$ cat src/include/pic_defines.svh
// Sizing macros for the interrupt controller, included by the package and the RTL modules
`ifndef PIC_DEFINES_SVH
`define PIC_DEFINES_SVH

// Number of interrupt request lines handled by the controller
`define PIC_NUM_LINES 8

// Width of the CPU bus data path
// Lane 0 is the command port and lane 1 is the data port
`define PIC_DATA_W 16

// Width of the vector base taken from ICW2
// It forms the upper bits of the vector, above the line number
`define PIC_VBASE_W 5

`endif

$ cat src/source/pic_pkg.sv
// Shared enums and bus structs for the interrupt controller, imported by every RTL module
`include "pic_defines.svh"

package pic_pkg;

    // Initialization sequencer, IDLE once all four ICWs are written
    typedef enum logic [2:0] {
        INIT_ICW1,
        INIT_ICW2,
        INIT_ICW3,
        INIT_ICW4,
        INIT_IDLE
    } init_state_t;

    // What a command-port read returns in the low byte
    typedef enum logic [1:0] {
        LATCH_NONE,
        LATCH_IRR,
        LATCH_ISR
    } reg_latch_t;

    typedef enum logic [1:0] {
        EOI_NONE,
        EOI_NONSPECIFIC,
        EOI_SPECIFIC
    } eoi_kind_t;

    // CPU side request, held until ack is seen
    typedef struct packed {
        logic                   cs;
        logic                   access;
        logic                   wr_en;
        logic [1:0]             bytesel;
        logic [`PIC_DATA_W-1:0] wdata;
    } bus_req_t;

    typedef struct packed {
        logic [`PIC_DATA_W-1:0] rdata;
        logic                   ack;
    } bus_rsp_t;

    // Single-cycle end-of-interrupt command towards the core
    typedef struct packed {
        eoi_kind_t  kind;
        logic [2:0] level;
    } eoi_cmd_t;

endpackage

$ cat src/source/pic_config_regs.sv
// CPU register port of the interrupt controller: init sequence, mask, EOI decode and reads
`timescale 1ns/10ps
`include "pic_defines.svh"

module pic_config_regs (
    input  logic                          clk,
    input  logic                          reset,
    input  pic_pkg::bus_req_t             bus_req,
    output pic_pkg::bus_rsp_t             bus_rsp,
    input  logic [`PIC_NUM_LINES-1:0]     irr,
    input  logic [`PIC_NUM_LINES-1:0]     isr,
    output logic [`PIC_NUM_LINES-1:0]     mask,
    output logic [`PIC_VBASE_W-1:0]       vector_base,
    output pic_pkg::eoi_cmd_t             eoi,
    output pic_pkg::init_state_t          init_state
);
    import pic_pkg::*;

    reg_latch_t               read_sel;
    logic                     ack;
    logic [`PIC_DATA_W-1:0]   rdata;
    logic                     accept;
    logic                     cmd_wr;
    logic                     data_wr;
    logic                     is_idle;
    logic [7:0]               cmd_byte;
    logic [`PIC_NUM_LINES-1:0] sel_data;

    // A transfer is taken once, the cycle before ack
    assign accept  = bus_req.cs & bus_req.access & ~ack;
    assign cmd_wr  = accept & bus_req.wr_en & bus_req.bytesel[0];
    assign data_wr = accept & bus_req.wr_en & bus_req.bytesel[1];
    assign is_idle = (init_state == INIT_IDLE);
    assign cmd_byte = bus_req.wdata[7:0];

    // ICW1 needs bit 4 on the command port, ICW2 to ICW4 are data writes
    always_ff @(posedge clk or posedge reset) begin
        if (reset) begin
            init_state <= INIT_ICW1;
        end else begin
            case (init_state)
                INIT_ICW1: if (cmd_wr && cmd_byte[4]) init_state <= INIT_ICW2;
                INIT_ICW2: if (data_wr) init_state <= INIT_ICW3;
                INIT_ICW3: if (data_wr) init_state <= INIT_ICW4;
                INIT_ICW4: if (data_wr) init_state <= INIT_IDLE;
                INIT_IDLE: init_state <= INIT_IDLE;
                default:   init_state <= INIT_ICW1;
            endcase
        end
    end

    // Vector base sits in the top bits of the ICW2 word
    always_ff @(posedge clk or posedge reset) begin
        if (reset) begin
            vector_base <= '0;
        end else if (data_wr && init_state == INIT_ICW2) begin
            vector_base <= bus_req.wdata[`PIC_DATA_W-1 -: `PIC_VBASE_W];
        end
    end

    always_ff @(posedge clk or posedge reset) begin
        if (reset) begin
            mask <= '0;
        end else if (data_wr && is_idle) begin
            mask <= bus_req.wdata[`PIC_DATA_W-1 -: `PIC_NUM_LINES];
        end
    end

    // Read select command, 10 for IRR and 11 for ISR
    always_ff @(posedge clk or posedge reset) begin
        if (reset) begin
            read_sel <= LATCH_NONE;
        end else if (cmd_wr && is_idle && cmd_byte[3]) begin
            case (cmd_byte[1:0])
                2'b10:   read_sel <= LATCH_IRR;
                2'b11:   read_sel <= LATCH_ISR;
                default: read_sel <= LATCH_NONE;
            endcase
        end
    end

    // EOI is combinational so that the core clears ISR on the accept edge
    always_comb begin
        eoi.kind  = EOI_NONE;
        eoi.level = cmd_byte[2:0];
        if (cmd_wr && is_idle && cmd_byte[4:3] == 2'b00) begin
            case (cmd_byte[7:5])
                3'b001:  eoi.kind = EOI_NONSPECIFIC;
                3'b011:  eoi.kind = EOI_SPECIFIC;
                default: eoi.kind = EOI_NONE;
            endcase
        end
    end

    always_comb begin
        case (read_sel)
            LATCH_IRR: sel_data = irr;
            LATCH_ISR: sel_data = isr;
            default:   sel_data = '0;
        endcase
    end

    // Read data is only non-zero in the ack cycle of a read
    always_ff @(posedge clk or posedge reset) begin
        if (reset) begin
            ack   <= 1'b0;
            rdata <= '0;
        end else begin
            ack   <= accept;
            rdata <= (accept && !bus_req.wr_en) ? {mask, sel_data} : '0;
        end
    end

    assign bus_rsp.ack   = ack;
    assign bus_rsp.rdata = rdata;

endmodule

$ cat src/source/pic_irq_core.sv
// Interrupt core: edge capture, IRR and ISR registers, fixed priority and acknowledge
`timescale 1ns/10ps
`include "pic_defines.svh"

module pic_irq_core (
    input  logic                          clk,
    input  logic                          reset,
    input  logic [`PIC_NUM_LINES-1:0]     intr_in,
    input  logic [`PIC_NUM_LINES-1:0]     mask,
    input  logic [`PIC_VBASE_W-1:0]       vector_base,
    input  pic_pkg::eoi_cmd_t             eoi,
    input  logic                          inta,
    output logic [`PIC_NUM_LINES-1:0]     irr,
    output logic [`PIC_NUM_LINES-1:0]     isr,
    output logic                          intr,
    output logic [7:0]                    vector
);
    import pic_pkg::*;

    localparam int N = `PIC_NUM_LINES;
    localparam logic [N-1:0] ONE = 1;

    logic [N-1:0] intr_last;
    logic [N-1:0] edges;
    logic [N-1:0] ack_bit;
    logic [N-1:0] eoi_clr;
    logic [2:0]   pick;
    logic [2:0]   lowest_isr;
    logic [2:0]   delivered;
    logic         delivered_vld;
    logic         found;
    logic         blocked;

    always_ff @(posedge clk or posedge reset) begin
        if (reset) begin
            intr_last <= '0;
        end else begin
            intr_last <= intr_in;
        end
    end

    assign edges = intr_in & ~intr_last;

    // Walk from line 0 upwards, an in-service line stops the search
    always_comb begin
        found   = 1'b0;
        blocked = 1'b0;
        pick    = '0;
        for (int i = 0; i < N; i++) begin
            if (!found && !blocked) begin
                if (isr[i]) begin
                    blocked = 1'b1;
                end else if (irr[i]) begin
                    found = 1'b1;
                    pick  = i[2:0];
                end
            end
        end
    end

    assign intr   = found & ~inta;
    assign vector = intr ? {vector_base, pick} : '0;

    // Downward scan leaves the lowest set ISR bit
    always_comb begin
        lowest_isr = '0;
        for (int i = N - 1; i >= 0; i--) begin
            if (isr[i]) lowest_isr = i[2:0];
        end
    end

    always_comb begin
        case (eoi.kind)
            EOI_NONSPECIFIC: eoi_clr = isr & (ONE << lowest_isr);
            EOI_SPECIFIC:    eoi_clr = ONE << eoi.level;
            default:         eoi_clr = '0;
        endcase
    end

    // Line that was on offer in the cycle before inta
    always_ff @(posedge clk or posedge reset) begin
        if (reset) begin
            delivered     <= '0;
            delivered_vld <= 1'b0;
        end else begin
            delivered_vld <= intr;
            if (intr) delivered <= pick;
        end
    end

    assign ack_bit = (inta && delivered_vld) ? (ONE << delivered) : '0;

    always_ff @(posedge clk or posedge reset) begin
        if (reset) begin
            irr <= '0;
            isr <= '0;
        end else begin
            irr <= (irr & ~ack_bit) | (edges & ~mask);
            isr <= (isr & ~eoi_clr) | ack_bit;
        end
    end

endmodule

$ cat src/source/pic_top.sv
// Top level of the interrupt controller, joins the register port and the interrupt core
`timescale 1ns/10ps
`include "pic_defines.svh"

module pic_top (
    input  logic                          clk,
    input  logic                          reset,
    input  pic_pkg::bus_req_t             bus_req,
    output pic_pkg::bus_rsp_t             bus_rsp,
    input  logic [`PIC_NUM_LINES-1:0]     intr_in,
    input  logic                          inta,
    output logic                          intr,
    output logic [7:0]                    vector
);
    import pic_pkg::*;

    logic [`PIC_NUM_LINES-1:0] mask;
    logic [`PIC_NUM_LINES-1:0] irr;
    logic [`PIC_NUM_LINES-1:0] isr;
    logic [`PIC_VBASE_W-1:0]   vector_base;
    eoi_cmd_t                  eoi;
    init_state_t               init_state;

    pic_config_regs u_regs (
        .clk         (clk),
        .reset       (reset),
        .bus_req     (bus_req),
        .bus_rsp     (bus_rsp),
        .irr         (irr),
        .isr         (isr),
        .mask        (mask),
        .vector_base (vector_base),
        .eoi         (eoi),
        .init_state  (init_state)
    );

    pic_irq_core u_core (
        .clk         (clk),
        .reset       (reset),
        .intr_in     (intr_in),
        .mask        (mask),
        .vector_base (vector_base),
        .eoi         (eoi),
        .inta        (inta),
        .irr         (irr),
        .isr         (isr),
        .intr        (intr),
        .vector      (vector)
    );

endmodule

$ cat config.mk
export PLATFORM = sky130hd
export DESIGN_NAME = pic_top
export DESIGN_NICKNAME = d
export VERILOG_FILES = /design/src/source/pic_pkg.sv /design/src/source/pic_config_regs.sv /design/src/source/pic_irq_core.sv /design/src/source/pic_top.sv
export VERILOG_INCLUDE_DIRS = /design/src /design/src/include
export SDC_FILE = /design/constraint.sdc
export NUM_CORES = 1
export LEC_CHECK = 0
export BUFFER_PORTS_ARGS = -buffer_cell sky130_fd_sc_hd__buf_2
export CAP_MARGIN = 20
export CORE_UTILIZATION = 53
export DETAILED_ROUTE_END_ITERATION = 10
export GPL_TIMING_DRIVEN = 0
export PLACE_DENSITY = 0.89
export SLEW_MARGIN = 10
export SYNTH_ARGS = -nofsm -noshare
export SYNTH_HDL_FRONTEND = slang
export SYNTH_SLANG_ARGS = --single-unit
$ cat constraint.sdc
create_clock -name clk -period 3.54 [get_ports clk]
set_clock_uncertainty 0.15 [all_clocks]
set_input_delay 0.177 -clock clk [delete_from_list [all_inputs] [get_ports clk]]
set_output_delay 0.177 -clock clk [all_outputs]
set_load 0.01 [all_outputs]
# == Word-level counts from Yosys, hierarchy flattened ==
# Index checks and enable logic that the tools add are counted.
# totals
regBits,63
inputBits,32
output_inout_bits,26
word_cells,160
# classes
eq_ne,16
shifts,3
mux,78
bitwise_logic,19
reduce_logical,33
# ops
op,n
$mux 3,32
$and 8x8->8,5
$mux 1,37
$not 8->8,4
$pmux 8 s2,2
$shl 1x3->8 const A,3
$mux 16,1
$mux 8,2
$or 8x8->8,2
$logic_and 1x1->1,15
$logic_not 1->1,15
$pmux 3 s5,1
$eq 3x2->1 const B,3
$eq 2x2->1 const B,4
$ne 2x1->1 const B,4
$pmux 2 s2,2
$and 1x1->1,6
$eq 3x1->1 const B,2
$eq 2x1->1 const B,2
$reduce_and 4->1,1
$eq 3x3->1 const B,1
$logic_not 3->1,1
$logic_not 2->1,1
$mux 2,1
$not 1->1,2

# == Logic depth before layout (Yosys ltp) ==
# Gate-level depths: netlist of the first run.
# depth
depth_word,25
mapped_depth,11
mapped_depth_nobuf,11

# == Hierarchy ==
# From an unflattened synthesis of the first run, not the netlist that was laid out.
# unflattened
cells_unflattened,262
hier_area_um2,2930.3
# by_module_without_submodules
module,n_inst,cells_each,area_each_um2,seq_area_each_um2
pic_config_regs,1,116,1488.9,875.8
pic_irq_core,1,146,1441.4,700.7

# == Least setup slack after synthesis of the first run ==
# Ideal clock, no wire load.
# synth_path
path_type,register -> register
start,register u_regs.ack
end,register u_core.isr[2]
setup_ns,0.126
arrival_time_ns,2.366
t_required_ns,3.264
path_slack_ns,0.898
stages_incl_launch_ff,11
n_path_buf,1
period_less_slack_ns,2.642
cell_sequence,dfrtp_1 > nand4b_1 > nor4b_2 > nand3_1 > nor2_1 > inv_1 > ha_1 > clkbuf_1 > or3b_1 > o311ai_1 > nand2_1
# synth_via
elab_chain_len,12
word_cells_on_any_way,13
cone_classes,eq/ne: 2; mux: 2; bitwise: 7; reduce/logical: 2
# synth_rtl
element,line,text
"start, declared",pic_config_regs.sv:20,logic ack;
"start signal, assigned",pic_config_regs.sv:109,ack <= accept;
$not 1->1 (*),pic_config_regs.sv:30,assign accept = bus_req.cs & bus_req.access & ~ack;
$and 1x1->1 (*),pic_config_regs.sv:30,
$and 1x1->1 (*) (2 in series),pic_config_regs.sv:31,assign cmd_wr = accept & bus_req.wr_en & bus_req.bytesel[0];
$logic_and 1x1->1 (*) (2 in series),pic_config_regs.sv:86,if (cmd_wr && is_idle && cmd_byte[4:3] == 2'b00) begin
$mux 2 (*),pic_config_regs.sv:86,
$eq 2x2->1 or $eq 2x1->1 (tied branches),pic_irq_core.sv:73,case (eoi.kind)
$pmux 8 s2 (*),pic_irq_core.sv:73,
$not 8->8 (*),pic_irq_core.sv:99,isr <= (isr & ~eoi_clr) | ack_bit;
$and 8x8->8 (*),pic_irq_core.sv:99,
$or 8x8->8 (*),pic_irq_core.sv:99,
"end signal, assigned",pic_irq_core.sv:99,
"end, declared",pic_irq_core.sv:14,"output logic [`PIC_NUM_LINES-1:0] isr,"
# Every way passes the cells marked *; elsewhere a longest branch is shown, timed or not.
# A chain may end at the register's enable or synchronous reset.

# == Worst setup path in the final report of the first run ==
# Same ends and word-level chain as after synthesis.

==> results of run 1 <==
## synthesized netlist by cell type, drive strengths merged (2+ instances only)
cell type  instances
dfrtp             63
nor2              36
nand2             20
inv               15
and2              13
mux2              13
a22o              11
o21ai              9
a22oi              8
nand2b             8
buf                7
nor3               6
nand3              5
a21oi              4
a31oi              4
and3               4
ha                 4
clkbuf             3
mux2i              3
nor4b              3
a2111oi            2
a221oi             2
nor2b              2
nor4               2
o21a               2
o221ai             2
o31ai              2
or3b               2
## layer usage
layer | vias to the layer above | global-route usage [%] | share of wire (%)
met4 | 0 | 11.0 | 2.1
met1 | 1161 | 31.0 | 41
met3 | 18 | 6.23 | 5.9
met5 | - | 0 | 0
li1 | 1138 | - | -
met2 | 108 | 40.7 | 51
## worst reg2reg max path, cell delays in order (launching register included)
cell and delay (ns):
dfrtp_1 0.41, nand4b_1 0.23, nor4b_2 0.40, nand3_1 0.16, nor2_1 0.18, inv_1 0.06
ha_1 0.28, clkbuf_1 0.20, or3b_1 0.46, o311ai_1 0.29, nand2_1 0.10
## final cells by class
type | instances | area [µm²]
clock buffer | 12 | 165
tap | 70 | 87.6
sequential | 63 | 1580
multi-input combinational | 182 | 1210
fill | 391 | 1520
inverter | 15 | 56.3
timing repair buffer | 79 | 513
clock inverter | 1 | 5.00
buffer | 10 | 65.1
## metrics by stage
stage / cells / hold slack, ns / power, mW / area, µm²
3_3_place_gp: 397 / 0.153 / 1.32 / 3280
6_report: 432 / 0.0275 / 1.91 / 3680
5_1_grt: 432 / 0.0317 / 2.00 / 3680
4_1_cts: 432 / 0.0168 / 1.91 / 3680
3_5_place_dp: 399 / 0.116 / 1.35 / 3310
2_1_floorplan: 270 / 0.0584 / 1.21 / 2910
## power by group through the flow
stage	Sequential, mW	Clock, mW	Combinational (mW)
floorplan	0.884	0	0.323
finish	0.902	0.549	0.459
global route	0.912	0.586	0.506
CTS	0.899	0.556	0.456
detailed placement	0.911	0	0.435
global placement	0.901	0	0.416
## timing repair
action | in CTS | in global routing
endpoints found under the hold margin | 56 | 0
gates resized for setup | 0 | 0
hold buffers | 20 | 0
## kinds of logic after synthesis
logic type      after synthesis
simple gates                109
flops                        63
compound gates               52
buf+inv                      25
mux                          16
fa+ha+maj                     4
xor+xnor                      1
## state kept, by name (all words and copies together) (netlist names)
signal / cells
u_regs.rdata: 16
u_core.intr_last: 8
u_core.irr: 8
u_core.isr: 8
u_regs.mask: 8
u_regs.vector_base: 5
u_core.delivered: 3
u_regs.init_state: 3
u_regs.read_sel: 2
u_core.delivered_vld: 1
u_regs.ack: 1
## worst max path at each step
stage / from / cells past startpoint / to / slack, ns
2_1_floorplan: u_regs.ack / 10 / u_core.isr[2] / 0.90
3_3_place_gp: u_regs.ack / 10 / u_core.isr[2] / 0.63
3_5_place_dp: u_regs.ack / 10 / u_core.isr[2] / 0.55
4_1_cts: u_regs.ack / 10 / u_core.isr[2] / 0.50
5_1_grt: u_regs.ack / 10 / u_core.isr[2] / 0.24
6_report: u_regs.ack / 10 / u_core.isr[2] / 0.49
==> impl_metrics.toml, run 1 <==
[detailed_routing]
postRouteAntennaNets = 0
wire_per_inst_um = 15.5
route.detailed.drc = 0
dr.pass1.iters = 5
via_count = 2425
viasPerCell = 5.61
drtIter0Drc = 179
routed_wl_um = 6680

[pwr]
p_leak_nw = 1.77
p_int_mw = 1.32
power_frac_seq_pct = 47.2
p_switching_uw = 588
powerDensity_mw_per_mm2 = 519
ir_drop_mv = 0.369
combPwrFrac_pct = 24.0
swShare_pct = 30.8
pwr-share-clk_pct = 28.7

[layout]
utilization_pct = 70.7
final_cell_mix = "dfrtp_1, buf_2, nor2_1"
diodes = 0
final_common_cell = "dfrtp_1"
final_nets = 396
area_growth_pct = 26.5
drive_gt1_share_pct = 24.3

[setup_path]
crit_buf_inv = 2
cpLargestDelayFamily = "simple AND/OR/NAND/NOR gates"
reg2reg_to = "u_core.isr[2]"
crit_required_ns = 3.61
crit_path_top_delay_cell = "or3b_1"
crit_path_start_kind = "register"
critPathMaxStageDelay_ns = 0.46
critPathKind = "reg -> reg"
critPathArrivalTime_ns = 3.12
end_kind = "register"
rrSetupSlack_ns = 0.49
crit_chain = "nand4b_1 > nor4b_2 > nand3_1 > nor2_1 > inv_1 > ha_1 > clkbuf_1 > or3b_1 > o311ai_1 > nand2_1"
r2r_cells = 10
crit_path_max_fanout = 10
r2r_start = "u_regs.ack"

[synthesis]
synth-compound-area-share_pct = 13.7
synth_adder_area_share_pct = 1.72
synth_mux_area_share_pct = 6.06
synth_top_area_cell = "dfrtp_1"
synth_top_family_by_area = "simple AND/OR/NAND/NOR gates"
synth_cells = 270
synth_top_area_share_pct = 54.2
avgSynthCellArea_um2 = 10.8
seq_area_frac_synth_pct = 54.2
yosysWarningCount = 0
synth-simple-area-share_pct = 19.9
ys_async_sr_fraction_pct = 100
yosys.cell_types.count = 53
synth-seq-cells = 63
ys.flop_type = "dfrtp_1"
synthTopCellsByArea = "dfrtp_1, mux2_1, nor2_1"
syn-num-nets = 306
synthXorXnorAreaFrac_pct = 0.301
synth-edff-count = 0
syn-cell-area_mm2 = 0.00291

[sta]
max_freq_mhz = 327
hold_viol_final = 0
rsz0062_at_grt = "no"
relSlewSlack_pct = 59.9
post-route-period-util_pct = 86.3
setup_viol = 0
min_period_ns = 3.05
setup_ws_ns = 0.485
setup_tns_ns = 0
slew_viol_final = 0
tightest_slew_ns = 0.597

[clocking]
clock_path_buffers = 2
clkSinkCount = 63
cts_made_buffers = 9
clk_pin_slew_ns = 0.06
post_cts_buffers = 0
clk_latency_ns = 0.34
h-tree-depth = 3
cts_tree = "built"
cts_root_buffer = "clkbuf_8"

[floorplan]
rows = 26
die_h_um = 76.1
io_pins = 58
start_util_pct = 55.9
die_area_mm2 = 0.00579
core_area_mm2 = 0.00520
fp.dieW_um = 76.1

[global_routing]
grt_max_degree = 39
grt_pass1_vias = 2355
grt_pass1_wl_um = 11000
grt_use_total_pct = 24.8
antenna_found_initial = 0
overflow = 0

[worst_hold_path]
holdPathStages = 3
whs_endpoint = "u_core.delivered_vld"
worstHoldStart = "inta"
min_path_type = "in -> reg"

[placement]
finalWeightedCongestion = 0.888
place_ws_ns = 0.552
post-dp-hpwl_um = 4740
port_buffers = 57

[flow_run]
drv_cap = 0

[status]
run_status = "complete, no violations"
(Power assumes the default switching activity.)
==> inputs of run 2 (changes only) <==
--- a/config.mk
+++ b/config.mk
@@ -11,7 +11,9 @@
 export CORE_UTILIZATION = 53
 export DETAILED_ROUTE_END_ITERATION = 10
 export GPL_TIMING_DRIVEN = 0
+export MAX_ROUTING_LAYER = met4
 export PLACE_DENSITY = 0.89
+export RECOVER_POWER = 25
 export SLEW_MARGIN = 10
 export SYNTH_ARGS = -nofsm -noshare
 export SYNTH_HDL_FRONTEND = slang
==> run 2 against run 1 <==
Compared with the run above: non-clock buffer count unchanged; largest cell class unchanged; total power increased by 3.0%; design area increased by 0.20%.
==> impl_metrics.toml, run 2 (same netlist as run 1, synthesis figures left out) <==
[pwr]
pwr-share-clk_pct = 31.3
p_leak_nw = 1.73
p_switching_uw = 606
ir_drop_mv = 0.324
swShare_pct = 30.8
p_int_mw = 1.36
combPwrFrac_pct = 23.1
power_frac_seq_pct = 45.5
fin_total_pwr_mw = 1.97
powerDensity_mw_per_mm2 = 533

[clocking]
cts_root_buffer = "clkbuf_8"
clk_pin_slew_ns = 0.07
cts_made_buffers = 9
cts_tree = "built"
cts.repair.resized = 0
clk_latency_ns = 0.34
clkSinkCount = 63
h-tree-depth = 3
clock_path_buffers = 2

[layout]
regMostFlops = "u_regs.rdata"
final_nets = 396
drive_gt1_share_pct = 20.3
final_common_cell = "dfrtp_1"
postLayoutCellArea_mm2 = 0.00369
diodes = 0
area_growth_pct = 26.7
largest_reg_flops = 16
final_cell_mix = "dfrtp_1, buf_2, nor2_1"

[detailed_routing]
via_count = 2344
viasPerCell = 5.39
postRouteAntennaNets = 0
dr.pass1.iters = 4
route.detailed.drc = 0
wire_per_inst_um = 15.4
routed_wl_um = 6700
drtIter0Drc = 288

[sta]
max_freq_mhz = 327
slew_viol_final = 0
setup_viol = 0
tightest_slew_ns = 0.907
hold_viol_final = 0
post-route-period-util_pct = 86.3
setup_tns_ns = 0
min_period_ns = 3.05
relSlewSlack_pct = 39.5
rsz0062_at_grt = "no"

[floorplan]
core_area_mm2 = 0.00520
fp.dieW_um = 76.1
rows = 26
die_h_um = 76.1
start_util_pct = 55.9
io_pins = 58
die_area_mm2 = 0.00579

[setup_path]
crit_path_top_delay_cell = "or3b_1"
critPathKind = "reg -> reg"
crit_chain = "nand4b_1 > nor4b_2 > nand3_1 > nor2_1 > inv_1 > ha_1 > clkbuf_1 > or3b_1 > o311ai_1 > nand2_1"
end_kind = "register"
critPathArrivalTime_ns = 3.12
r2r_cells = 10
crit_path_start_kind = "register"
critPathMaxStageDelay_ns = 0.47
crit_path_max_fanout = 10
crit_required_ns = 3.61

[status]
run_status = "complete, no violations"

[global_routing]
grt_pass1_vias = 2300
grt_max_degree = 42
grt_use_total_pct = 25.8
grt_pass1_wl_um = 11100
antenna_found_initial = 0
overflow = 0

[flow_run]
drv_cap = 0

[worst_hold_path]
holdPathStages = 3
min_path_type = "in -> reg"

[placement]
port_buffers = 57
post-dp-hpwl_um = 4730
finalWeightedCongestion = 0.905
placed_area_mm2 = 0.00331
[run 2: changes by cell type in the layout (fill, tap and decap cells not counted), sizes merged]
| cell | change |
|---|---|
| clkinv | +2 |
| bufinv | +1 |
| clkinvlp | +2 |
| buf | -16 |
| clkbuf | +14 |
[run 2: area by class of cell]
cell class | instances | area, µm²
timing repair buffer | 79 | 493
clock inverter | 6 | 60.1
clock buffer | 10 | 138
buffer | 10 | 65.1
inverter | 15 | 56.3
fill | 395 | 1520
multi-input combinational | 182 | 1210
tap | 70 | 87.6
sequential | 63 | 1580
[run 2: worst max-delay path, delay by kind of cell (launching register included)]
| kind | cells | cell delay, ns |
|---|---|---|
| compound gates | 1 | 0.31 |
| fa+ha+maj | 1 | 0.28 |
| buf+inv | 2 | 0.27 |
| flops | 1 | 0.41 |
| simple gates | 6 | 1.51 |
[run 2: per-stage QoR]
stage	hold WS (ns)	utilization, %	instances	setup WS [ns]
detailed placement	0.0778	63.6	399	0.540
global route	0.0351	70.9	435	0.229
floorplan	0.0584	-	270	0.898
CTS	0.0210	71.3	435	0.516
global placement	0.153	63.1	397	0.628
finish	0.0285	70.9	435	0.486
[run 2: final timing paths]
check	from	end	slack [ns]
setup / recovery	u_regs.ack	u_core.isr[2]	0.49
hold / removal	inta	u_core.delivered_vld	0.03
setup reg to reg	u_regs.ack	u_core.isr[2]	0.49
hold reg to reg	u_regs.vector_base[1]	u_regs.vector_base[1]	0.32
max in group asynchronous	reset	u_core.isr[1]	2.11
min in group asynchronous	reset	u_regs.rdata[5]	0.42
[run 2: repair_timing]
item,4_1_cts,5_1_grt
hold endpoints to repair,53,0
hold buffers,20,0
buffers inserted,0,0
[run 2: power by group through the flow]
stage / clock (mW) / sequential, mW / combinational, mW
floorplan: 0 / 0.884 / 0.323
global placement: 0 / 0.901 / 0.416
detailed placement: 0 / 0.909 / 0.432
CTS: 0.623 / 0.895 / 0.453
global route: 0.649 / 0.909 / 0.497
finish: 0.617 / 0.896 / 0.455
[run 2: metal layers]
layer  track usage, %  wire length (µm)  share of wire, %
met2             41.7              3380                50
met4             10.0               140               2.1
met3             5.51               348               5.2
met5                -                 0                 0
met1             32.0              2840                42
==> inputs of run 3 (changes only) <==
==> constraint.sdc (replaced) <==
create_clock -name clk -period 3.1 [get_ports clk]
set_clock_uncertainty 0.15 [all_clocks]
set_input_delay 0.155 -clock clk [delete_from_list [all_inputs] [get_ports clk]]
set_output_delay 0.155 -clock clk [all_outputs]
set_load 0.01 [all_outputs]
==> run 3 against run 2 <==
Compared with the run above: combinational power grew 15%; count of clock-buffer cells in the layout is the same; first-iteration DRC count shrank 16%; total power grew 14%; design area grew 0.92%; sequential share of layout area shrank 0.39 points; utilization grew 0.65 points; critical endpoint is now u_core.isr[6]; clock power grew 14%; setup slack lost 0.24 ns; register-to-register slack lost 0.24 ns; critical path type unchanged; die area is the same; non-clock buffer count grew 1.
==> impl_metrics.toml, run 3 (same netlist as run 1, synthesis figures left out) <==
[sta]
relSlewSlack_pct = 40.0
setup_viol = 0
rsz0062_at_grt = "no"
slew_viol_final = 0
post-route-period-util_pct = 92.0
hold_viol_final = 0
max_freq_mhz = 350
setup_tns_ns = 0
tightest_slew_ns = 0.900
min_period_ns = 2.85

[clocking]
h-tree-depth = 3
cts_tree = "built"
clkSinkCount = 63
clk_latency_ns = 0.33
cts_made_buffers = 9
clk_pin_slew_ns = 0.07
cts_root_buffer = "clkbuf_8"
clock_path_buffers = 2

[setup_path]
end_kind = "register"
critPathKind = "reg -> reg"
crit_required_ns = 3.16
critPathMaxStageDelay_ns = 0.48
cpLargestDelayFamily = "simple AND/OR/NAND/NOR gates"
rrSetupSlack_ns = 0.25
crit_path_max_fanout = 4
crit_path_start_kind = "register"
critPathArrivalTime_ns = 2.91
crit_path_top_delay_cell = "or4_1"
crit_buf_inv = 0
r2r_cells = 9
crit_chain = "nand4b_1 > nor4b_4 > nand3_1 > nor2_2 > ha_1 > nand2b_1 > or4_1 > a2111oi_2 > o21ai_1"
cp_num_cells = 9

[pwr]
powerDensity_mw_per_mm2 = 605
p_leak_nw = 1.74
pwr-share-clk_pct = 31.1
p_int_mw = 1.56
swShare_pct = 30.8
power_frac_seq_pct = 45.6
p_switching_uw = 694
ir_drop_mv = 0.374
combPwrFrac_pct = 23.3

[layout]
drive_gt1_share_pct = 21.3
largest_reg_flops = 16
final_common_cell = "dfrtp_1"
layout.cells.non_filler = 436
final_nets = 397
regMostFlops = "u_regs.rdata"
diodes = 0
final_cell_mix = "dfrtp_1, buf_2, nor2_1"
area_growth_pct = 27.9

[global_routing]
grt_pass1_vias = 2312
antenna_found_initial = 0
overflow = 0
grt_use_total_pct = 25.9
grt_max_degree = 42
grt_pass1_wl_um = 11100

[placement]
post-dp-hpwl_um = 4730
place_inst = 399
port_buffers = 57
finalWeightedCongestion = 0.905

[floorplan]
io_pins = 58
die_area_mm2 = 0.00579
core_area_mm2 = 0.00520
rows = 26
die_h_um = 76.1
fp.dieW_um = 76.1
start_util_pct = 55.9

[flow_run]
drv_cap = 0

[detailed_routing]
viasPerCell = 5.43
postRouteAntennaNets = 0
route.detailed.drc = 0
routed_wl_um = 6760
wire_per_inst_um = 15.5
dr.pass1.iters = 5
drtIter0Drc = 242
via_count = 2369

[worst_hold_path]
holdPathStages = 3
min_path_type = "in -> reg"

[status]
run_status = "complete, no violations"
## run 3: cell count changes in the layout (fill, tap and decap cells not counted), sizes merged
cell / delta
buf: +1
clkbuf: -1
dlygate4sd3: +1
## run 3: what timing repair did
action	in CTS	in global routing
endpoints found under the hold margin	54	0
endpoints found under the setup margin	0	5
hold buffers	21	0
resized for setup	0	5
buffers inserted	0	1
## run 3: layout make-up
cell class	instances	area [µm²]
plain buffers	9	61.3
clock buffers	10	138
clock inverters	6	60.1
fillers	390	1480
inverters	15	56.3
multi-input cells	182	1230
flip-flops and latches	63	1580
well taps	70	87.6
repair buffers	81	510
## run 3: power groups by stage
stage          registers, mW  logic [mW]  clock network, mW
2_1_floorplan           1.01       0.368                  0
3_3_place_gp            1.03       0.475                  0
3_5_place_dp            1.04       0.493                  0
4_1_cts                 1.02       0.518              0.711
5_1_grt                 1.04       0.574              0.741
6_report                1.03       0.524              0.701
## run 3: per-stage QoR
step                instance area, µm²  power [mW]  util (%)  worst slack (ns)  hold slack [ns]
finish                            3720        2.25      71.5             0.247           0.0388
global route                      3720        2.36      71.5            0.0561           0.0423
CTS                               3720        2.25      71.4            0.0759           0.0162
detailed placement                3310        1.53      63.6            0.0997           0.0558
global placement                  3280        1.50      63.1             0.188            0.131
floorplan                         2910        1.38         -             0.458           0.0364
## run 3: worst paths after layout
| check | start | to |
|---|---|---|
| max in group asynchronous | reset | u_core.isr[1] |
| worst min-delay path | bus_req[1] | u_regs.read_sel[1] |
| worst min register to register | u_regs.vector_base[1] | u_regs.vector_base[1] |
| worst max-delay path | u_regs.ack | u_core.isr[6] |
| worst max register to register | u_regs.ack | u_core.isr[6] |
| min in group asynchronous | reset | u_regs.rdata[5] |
## run 3: tightest hold or removal path: stages
cell and delay (ns):
buf_2 0.12, nand2_1 0.12, o21ai_1 0.08
## run 3: per-layer routing
layer  up-vias  global-route usage (%)  share of wire, %  wire, µm
met1      1142                    31.7                42      2820
li1       1137                       -                 -         -
met3        10                    5.51               4.9       328
met4         0                    10.0               1.6       106
met5         -                       -                 0         0
met2        80                    42.4                52      3500
